[src/design/piano_note_pkg.sv]
// Note and song position types
// Shared by the song ROM, the counters and the note checker

package piano_note_pkg;

    // Pitch index within one octave, 0 to 11
    typedef logic [3:0] note_t;

    // Song position, also used as the round number
    typedef logic [3:0] addr_t;

    // Keys on the keyboard
    localparam int NOTE_COUNT = 12;

endpackage

[src/design/piano_ctrl_pkg.sv]
// Lesson control types
// State encoding of the lesson FSM and the timer count width

package piano_ctrl_pkg;

    // Timer count in clock cycles
    typedef logic [7:0] tick_t;

    // ------------------------------------------------------------
    // Lesson FSM states
    // ------------------------------------------------------------
    typedef enum logic [3:0] {
        st_idle,
        st_init_round,
        st_show_note,
        st_show_gap,
        st_reply_wait,
        st_reply_check,
        st_next_note,
        st_next_round,
        st_won,
        st_lost
    } lesson_state_t;

endpackage

[src/design/song_rom.sv]
// Song ROM
// Fixed melody table, note at address i is (5*i + 3) mod 12
`timescale 1ns/1ns

module song_rom (
    input  piano_note_pkg::addr_t addr,
    output piano_note_pkg::note_t note
);
    import piano_note_pkg::*;

    note_t table_note;

    always_comb begin
        case (addr)
            4'd0:    table_note = 4'd3;
            4'd1:    table_note = 4'd8;
            4'd2:    table_note = 4'd1;
            4'd3:    table_note = 4'd6;
            4'd4:    table_note = 4'd11;
            4'd5:    table_note = 4'd4;
            4'd6:    table_note = 4'd9;
            4'd7:    table_note = 4'd2;
            4'd8:    table_note = 4'd7;
            4'd9:    table_note = 4'd0;
            4'd10:   table_note = 4'd5;
            4'd11:   table_note = 4'd10;
            4'd12:   table_note = 4'd3;
            4'd13:   table_note = 4'd8;
            4'd14:   table_note = 4'd1;
            default: table_note = 4'd6;
        endcase
    end

    // Keep the output on a real key
    assign note = (table_note < NOTE_COUNT) ? table_note : '0;

endmodule

[src/design/lesson_counters.sv]
// Lesson counters
// Note address within a round and round number, with their end flags
`timescale 1ns/1ns

module lesson_counters #(
    parameter int SONG_LENGTH = 8
) (
    input  logic                  clock,
    input  logic                  reset,
    input  logic                  addr_clear,
    input  logic                  addr_step,
    input  logic                  round_clear,
    input  logic                  round_step,
    output piano_note_pkg::addr_t addr,
    output piano_note_pkg::addr_t round,
    output logic                  last_in_round,
    output logic                  last_round
);
    import piano_note_pkg::*;

    // Round 16 wraps to 0 in four bits and the compare wraps with it
    localparam addr_t LAST_ROUND = addr_t'(SONG_LENGTH);

    addr_t round_prev;

    assign round_prev    = round - addr_t'(1);
    assign last_in_round = (addr == round_prev);
    assign last_round    = (round == LAST_ROUND);

    // Note address
    always_ff @(posedge clock or posedge reset) begin
        if (reset) begin
            addr <= '0;
        end else if (addr_clear) begin
            addr <= '0;
        end else if (addr_step) begin
            // Back to the first note once the round is exhausted
            if (last_in_round) begin
                addr <= '0;
            end else begin
                addr <= addr + addr_t'(1);
            end
        end
    end

    // Round number, 0 only until the first start
    always_ff @(posedge clock or posedge reset) begin
        if (reset) begin
            round <= '0;
        end else if (round_clear) begin
            round <= addr_t'(1);
        end else if (round_step) begin
            round <= round + addr_t'(1);
        end
    end

endmodule

[src/design/beat_timer.sv]
// Beat timer
// Down-counter for note display time and the player's reply window
`timescale 1ns/1ns

module beat_timer #(
    parameter int SHOW_TICKS  = 4,
    parameter int REPLY_TICKS = 20
) (
    input  logic clock,
    input  logic reset,
    input  logic load_show,
    input  logic load_reply,
    output logic expired
);
    import piano_ctrl_pkg::*;

    // The load cycle counts as the first tick of the interval
    localparam tick_t SHOW_LOAD  = tick_t'(SHOW_TICKS - 1);
    localparam tick_t REPLY_LOAD = tick_t'(REPLY_TICKS - 1);

    tick_t count;

    // ------------------------------------------------------------
    // Count down and park at zero
    // ------------------------------------------------------------
    always_ff @(posedge clock or posedge reset) begin
        if (reset) begin
            count <= '0;
        end else if (load_reply) begin
            count <= REPLY_LOAD;
        end else if (load_show) begin
            count <= SHOW_LOAD;
        end else if (count != '0) begin
            count <= count - tick_t'(1);
        end
    end

    assign expired = (count == '0);

endmodule

[src/design/note_checker.sv]
// Note checker
// Registers an accepted key press and its match against the expected note
`timescale 1ns/1ns

module note_checker (
    input  logic                  clock,
    input  logic                  reset,
    input  logic                  accept,
    input  logic                  key_valid,
    input  piano_note_pkg::note_t key_note,
    input  piano_note_pkg::note_t expected_note,
    output logic                  key_seen,
    output logic                  key_match
);

    logic press;

    // Presses outside the player's turn are dropped here
    assign press = accept & key_valid;

    always_ff @(posedge clock or posedge reset) begin
        if (reset) begin
            key_seen  <= 1'b0;
            key_match <= 1'b0;
        end else begin
            key_seen <= press;
            if (press) begin
                key_match <= (key_note == expected_note);
            end else if (!accept) begin
                // Cleared outside the turn, so a timeout never sees an old match
                key_match <= 1'b0;
            end
        end
    end

endmodule

[src/design/lesson_control.sv]
// Lesson control unit
// Moore FSM that shows each round, waits for the replies and reports win or loss
`timescale 1ns/1ns

module lesson_control (
    input  logic clock,
    input  logic reset,
    input  logic start,
    input  logic retry,
    input  logic last_in_round,
    input  logic last_round,
    input  logic expired,
    input  logic key_seen,
    input  logic key_match,
    output logic addr_clear,
    output logic addr_step,
    output logic round_clear,
    output logic round_step,
    output logic load_show,
    output logic load_reply,
    output logic accept,
    output logic show_active,
    output logic player_turn,
    output logic won,
    output logic lost
);
    import piano_ctrl_pkg::*;

    lesson_state_t state;
    lesson_state_t state_next;

    // ------------------------------------------------------------
    // State register
    // ------------------------------------------------------------
    always_ff @(posedge clock or posedge reset) begin
        if (reset) begin
            state <= st_idle;
        end else begin
            state <= state_next;
        end
    end

    // ------------------------------------------------------------
    // Next state
    // ------------------------------------------------------------
    always_comb begin
        state_next = state;
        case (state)
            st_idle: begin
                if (start) begin
                    state_next = st_init_round;
                end
            end
            st_init_round: begin
                state_next = st_show_note;
            end
            st_show_note: begin
                // Last note shown, hand over to the player
                if (expired) begin
                    state_next = last_in_round ? st_next_note : st_show_gap;
                end
            end
            st_show_gap: begin
                state_next = st_show_note;
            end
            st_next_note: begin
                state_next = st_reply_wait;
            end
            st_reply_wait: begin
                // On timeout a press in the final cycle is still judged
                if (key_seen || expired) begin
                    state_next = st_reply_check;
                end
            end
            st_reply_check: begin
                if (!key_match) begin
                    state_next = st_lost;
                end else if (!last_in_round) begin
                    state_next = st_next_note;
                end else if (last_round) begin
                    state_next = st_won;
                end else begin
                    state_next = st_next_round;
                end
            end
            st_next_round: begin
                state_next = st_show_note;
            end
            st_won: begin
                if (start) begin
                    state_next = st_init_round;
                end
            end
            st_lost: begin
                if (start) begin
                    state_next = st_init_round;
                end else if (retry) begin
                    // Address and show time are already set up in this state
                    state_next = st_show_note;
                end
            end
            default: begin
                state_next = st_idle;
            end
        endcase
    end

    // ------------------------------------------------------------
    // Outputs, decoded from the state only
    // ------------------------------------------------------------
    assign round_clear = (state == st_init_round);
    assign round_step  = (state == st_next_round);

    assign addr_clear = (state == st_init_round) || (state == st_next_round)
                     || (state == st_lost);
    // Stepping past the last note wraps the address for the reply
    assign addr_step  = (state == st_show_gap) || (state == st_next_note);

    assign load_show  = (state == st_init_round) || (state == st_show_gap)
                     || (state == st_next_round) || (state == st_lost);
    assign load_reply = (state == st_next_note);

    assign show_active = (state == st_show_note);
    assign player_turn = (state == st_reply_wait);
    assign accept      = (state == st_reply_wait);

    assign won  = (state == st_won);
    assign lost = (state == st_lost);

endmodule

[src/design/piano_lesson_top.sv]
// Piano lesson top level
// Repeat-the-melody game core built from the control unit and its datapath
`timescale 1ns/1ns

module piano_lesson_top #(
    parameter int SONG_LENGTH = 8,
    parameter int SHOW_TICKS  = 4,
    parameter int REPLY_TICKS = 20
) (
    input  logic                  clock,
    input  logic                  reset,
    input  logic                  start,
    input  logic                  retry,
    input  logic                  key_valid,
    input  piano_note_pkg::note_t key_note,
    output logic                  show_active,
    output piano_note_pkg::note_t show_note,
    output logic                  player_turn,
    output piano_note_pkg::addr_t round,
    output logic                  won,
    output logic                  lost
);
    import piano_note_pkg::*;

    addr_t addr;
    logic  last_in_round;
    logic  last_round;
    logic  expired;
    logic  key_seen;
    logic  key_match;
    logic  addr_clear;
    logic  addr_step;
    logic  round_clear;
    logic  round_step;
    logic  load_show;
    logic  load_reply;
    logic  accept;

    // ROM output is both the shown note and the expected reply
    song_rom i_song_rom (
        .addr (addr),
        .note (show_note)
    );

    lesson_counters #(
        .SONG_LENGTH (SONG_LENGTH)
    ) i_lesson_counters (
        .clock         (clock),
        .reset         (reset),
        .addr_clear    (addr_clear),
        .addr_step     (addr_step),
        .round_clear   (round_clear),
        .round_step    (round_step),
        .addr          (addr),
        .round         (round),
        .last_in_round (last_in_round),
        .last_round    (last_round)
    );

    beat_timer #(
        .SHOW_TICKS  (SHOW_TICKS),
        .REPLY_TICKS (REPLY_TICKS)
    ) i_beat_timer (
        .clock      (clock),
        .reset      (reset),
        .load_show  (load_show),
        .load_reply (load_reply),
        .expired    (expired)
    );

    note_checker i_note_checker (
        .clock         (clock),
        .reset         (reset),
        .accept        (accept),
        .key_valid     (key_valid),
        .key_note      (key_note),
        .expected_note (show_note),
        .key_seen      (key_seen),
        .key_match     (key_match)
    );

    lesson_control i_lesson_control (
        .clock         (clock),
        .reset         (reset),
        .start         (start),
        .retry         (retry),
        .last_in_round (last_in_round),
        .last_round    (last_round),
        .expired       (expired),
        .key_seen      (key_seen),
        .key_match     (key_match),
        .addr_clear    (addr_clear),
        .addr_step     (addr_step),
        .round_clear   (round_clear),
        .round_step    (round_step),
        .load_show     (load_show),
        .load_reply    (load_reply),
        .accept        (accept),
        .show_active   (show_active),
        .player_turn   (player_turn),
        .won           (won),
        .lost          (lost)
    );

endmodule

[config.mk]
export PLATFORM = sky130hd
export DESIGN_NAME = piano_lesson_top
export DESIGN_NICKNAME = d
export VERILOG_FILES = /design/src/design/piano_note_pkg.sv /design/src/design/piano_ctrl_pkg.sv /design/src/design/song_rom.sv /design/src/design/lesson_counters.sv /design/src/design/beat_timer.sv /design/src/design/note_checker.sv /design/src/design/lesson_control.sv /design/src/design/piano_lesson_top.sv
export SDC_FILE = /design/constraint.sdc
export NUM_CORES = 1
export LEC_CHECK = 0
export ABC_AREA = 1
export ABC_CLOCK_PERIOD_IN_PS = 3900
export BUFFER_PORTS_ARGS = -buffer_cell sky130_fd_sc_hd__buf_2
export CORE_ASPECT_RATIO = 2
export CORE_UTILIZATION = 40
export CTS_CLUSTER_SIZE = 14
export DETAILED_ROUTE_END_ITERATION = 8
export PLACE_DENSITY_LB_ADDON = 0.15
export SLEW_MARGIN = 40
export SYNTH_ARGS = -nofsm -noshare
export SYNTH_HDL_FRONTEND = slang
export SYNTH_SLANG_ARGS = --single-unit
export TNS_END_PERCENT = 100
[constraint.sdc]
create_clock -name clock -period 3.9 [get_ports clock]
set_clock_uncertainty 0.1 [all_clocks]
set_input_delay 0.195 -clock clock [delete_from_list [all_inputs] [get_ports clock]]
set_output_delay 0.195 -clock clock [all_outputs]
set_load 0.005 [all_outputs]
==> flow_metrics.env <==
export IMPL_setup_viol=0
export IMPL_cts_tree="yes"
export IMPL_nFillCells=454
export IMPL_clk_pin_slew_worst_paths_ns=0.09
export IMPL_slew_headroom_pct=61.2
export IMPL_routed_via_density=5.01
export IMPL_ys_types=29
export IMPL_crit_type="register to output port"
export IMPL_antenna_left=0
export IMPL_antenna_found_initial=0
export IMPL_cp_arrival_ns=1.86
export IMPL_setup_tns_final_ns=0
export IMPL_rsz0062_at_grt="false"
export IMPL_post_cts_setup_buffers=0
export IMPL_max_stage_delay_ns=0.52
export IMPL_dr_total_vias=1634
export IMPL_dp_hpwl_um=3370
export IMPL_cts_resized=0
export IMPL_row_count=32
export IMPL_netlist_area_um2=1660
export IMPL_start_util_pct=42.4
export IMPL_wl_per_cell_um=12.8
export IMPL_fin_area_um2=1900
export IMPL_hold_path_class="primary input to register"
export IMPL_track_usage_pct=21.7
export IMPL_place_area_um2=1820
export IMPL_status="finished clean"
export IMPL_min_period_over_period_pct=55.3
export IMPL_grt_max_degree=23
export IMPL_grt_pass1_vias=1624
export IMPL_cp_max_fo=7
export IMPL_ir_worst_vdd_mv=0.412
export IMPL_slew_violations=0
export IMPL_nNetsFinal=294
export IMPL_register_area_um2=551
export IMPL_drt_iter0_drc=38
export IMPL_syn_instance_count=252
export IMPL_place_inst=321
export IMPL_place_gp_congestion=0.906
export IMPL_core_area_um2=3920
export IMPL_cts_made_buffers=3
export IMPL_insertion_delay_ns=0.27
export IMPL_synthToLayoutAreaGrowth_pct=14.1
export IMPL_layout_min_cycle_time_ns=2.16
export IMPL_cp_end_kind="output port"
export IMPL_dr_pass1_iters=4
export IMPL_grt_pass1_wl_um=6840
export IMPL_cp_common_cell="nand2_1"
export IMPL_powerDensity_nw_per_um2=740
export IMPL_ys_ff_latch=22
export IMPL_ys_seq_area_share_pct=33.1
export IMPL_leakagePower_nw=1.07
export IMPL_cts_hold_buffers=1
export IMPL_mostFrequentLayoutCell="nand2_1"
export IMPL_cp_cell_sequence="inv_1 -> ha_1 -> nor2_1 -> nand2_1 -> nand2_1 -> nand2_1 -> nand2_1 -> nand2_1 -> inv_1 -> buf_2"
export IMPL_ios=21
export IMPL_dieArea_um2=4430
export IMPL_antenna_cells=0
export IMPL_root_buffer="clkbuf_8"
export IMPL_htree_levels=1
export IMPL_die_x_um=47.6
export IMPL_drcViolationCount=0
export IMPL_start_kind="register"
export IMPL_cts_sinks=22
export IMPL_fin_cells=326
export IMPL_cap_violations=0
export IMPL_synth_nets=270
export IMPL_clockBufferDepth=2
export IMPL_synth_warnings=0
export IMPL_syn_area_per_cell_um2=6.60
export IMPL_final_cell_mix="83 x nand2_1, 36 x inv_1, 26 x nand3_1"
export IMPL_required_ns=3.61
export IMPL_multiInputGateArea_um2=948
export IMPL_max_freq_mhz=463
export IMPL_drive_gt1_share_pct=12.7
export IMPL_slowest_stage="dfrtp_1"
export IMPL_drt_wl_total_um=4170
export IMPL_dieHeight_um=93.2
export IMPL_grt_ovfl_total=0
export IMPL_tightest_slew_ns=0.577
export IMPL_hold_violations=0
export IMPL_portBuffers=20
-- power breakdown --
part | total, mW | switching, mW | leakage, nW | internal (mW)
logic | 0.794 | 0.509 | 0.753 | 0.286
clock network | 0.222 | 0.0850 | 0.0357 | 0.137
registers | 0.389 | 0.0875 | 0.285 | 0.301
-- critical path, delay by kind of cell (launching register included) --
kind | cells | cell delay (ns)
and+or+nand+nor | 6 | 0.59
DFF | 1 | 0.52
buffers and inverters | 3 | 0.27
adders and majority gates | 1 | 0.21
-- layer usage --
layer,vias up,wire length [um],track usage (%)
li1,848,-,-
met1,734,1560,20.1
met2,37,2320,40.5
met3,15,70,1.35
met4,0,215,14.1
met5,-,0,0
-- through the flow --
stage	util, %	setup slack, ns	hold slack (ns)	power (mW)
4_1_cts	48.4	1.73	0.0631	1.41
3_3_place_gp	46.3	1.95	0.322	1.18
5_1_grt	48.4	1.57	0.0914	1.55
2_1_floorplan	-	2.10	0.0842	0.974
6_report	48.4	1.74	0.0614	1.41
3_5_place_dp	46.3	1.95	0.151	1.19
-- state kept, by name (all words and copies together) (netlist names) --
name                      flops
i_beat_timer.count            8
i_lesson_control.state        4
i_note_checker.key_match      1
i_note_checker.key_seen       1
i_lesson_counters.round       4
i_lesson_counters.addr        4
-- cell families (layout without fill, tap and decap cells) --
kind of cell	after synthesis	after routing	synth area share [%]
flip-flops	22	22	33.1
XOR/XNOR	3	3	1.58
AND/OR/NAND/NOR	149	149	39.7
AO/OA/AOI/OAI	26	26	9.03
adder cells (fa/ha/maj)	9	9	6.77
buffers and inverters	43	66	9.86
-- worst paths after layout --
kind | start | endpoint | slack, ns | cells past startpoint
setup / recovery | i_lesson_counters.addr[0] | show_note[0] | 1.74 | 10
min in group asynchronous | reset | i_lesson_counters.round[3] | 0.38 | 3
setup reg to reg | i_beat_timer.count[0] | i_lesson_control.state[1] | 1.95 | 10
hold / removal | key_valid | i_note_checker.key_seen | 0.06 | 3
hold reg to reg | i_beat_timer.count[6] | i_beat_timer.count[6] | 0.37 | 1
max in group asynchronous | reset | i_beat_timer.count[2] | 2.99 | 3
-- cell type report --
type / instances / share of cell area, %
Multi-Input combinational cell: 187 / 50.0
Sequential cell: 22 / 29.0
Inverter: 41 / 8.11
Timing Repair Buffer: 21 / 5.80
Tap cell: 51 / 3.36
Clock buffer: 3 / 2.18
Clock inverter: 1 / 1.58
-- synthesized netlist by cell type --
master | number | share of area, %
a21oi_1 | 7 | 2.1
inv_1 | 37 | 8.4
or2_2 | 1 | 0.38
o21ai_1 | 1 | 0.30
o22ai_1 | 3 | 1.1
or2_1 | 1 | 0.38
nor2_1 | 23 | 5.2
ha_1 | 9 | 6.8
xor2_1 | 2 | 1.1
or2_4 | 1 | 0.53
nand4_1 | 3 | 1.1
nor4_1 | 1 | 0.38
nor3_1 | 3 | 0.90
nand3b_1 | 3 | 1.4
nor3_4 | 1 | 0.98
nand3_1 | 26 | 7.8
a211oi_1 | 2 | 0.90
nand3_2 | 2 | 1.2
o211a_1 | 1 | 0.60
buf_2 | 2 | 0.60
dfrtp_1 | 22 | 33
o31ai_1 | 1 | 0.45
nand2_1 | 83 | 19
o211ai_1 | 1 | 0.45
xnor2_1 | 1 | 0.53
o21ai_0 | 9 | 2.7
inv_2 | 4 | 0.90
nor2_4 | 1 | 0.68
a31oi_1 | 1 | 0.38
(Power assumes the default switching activity.)
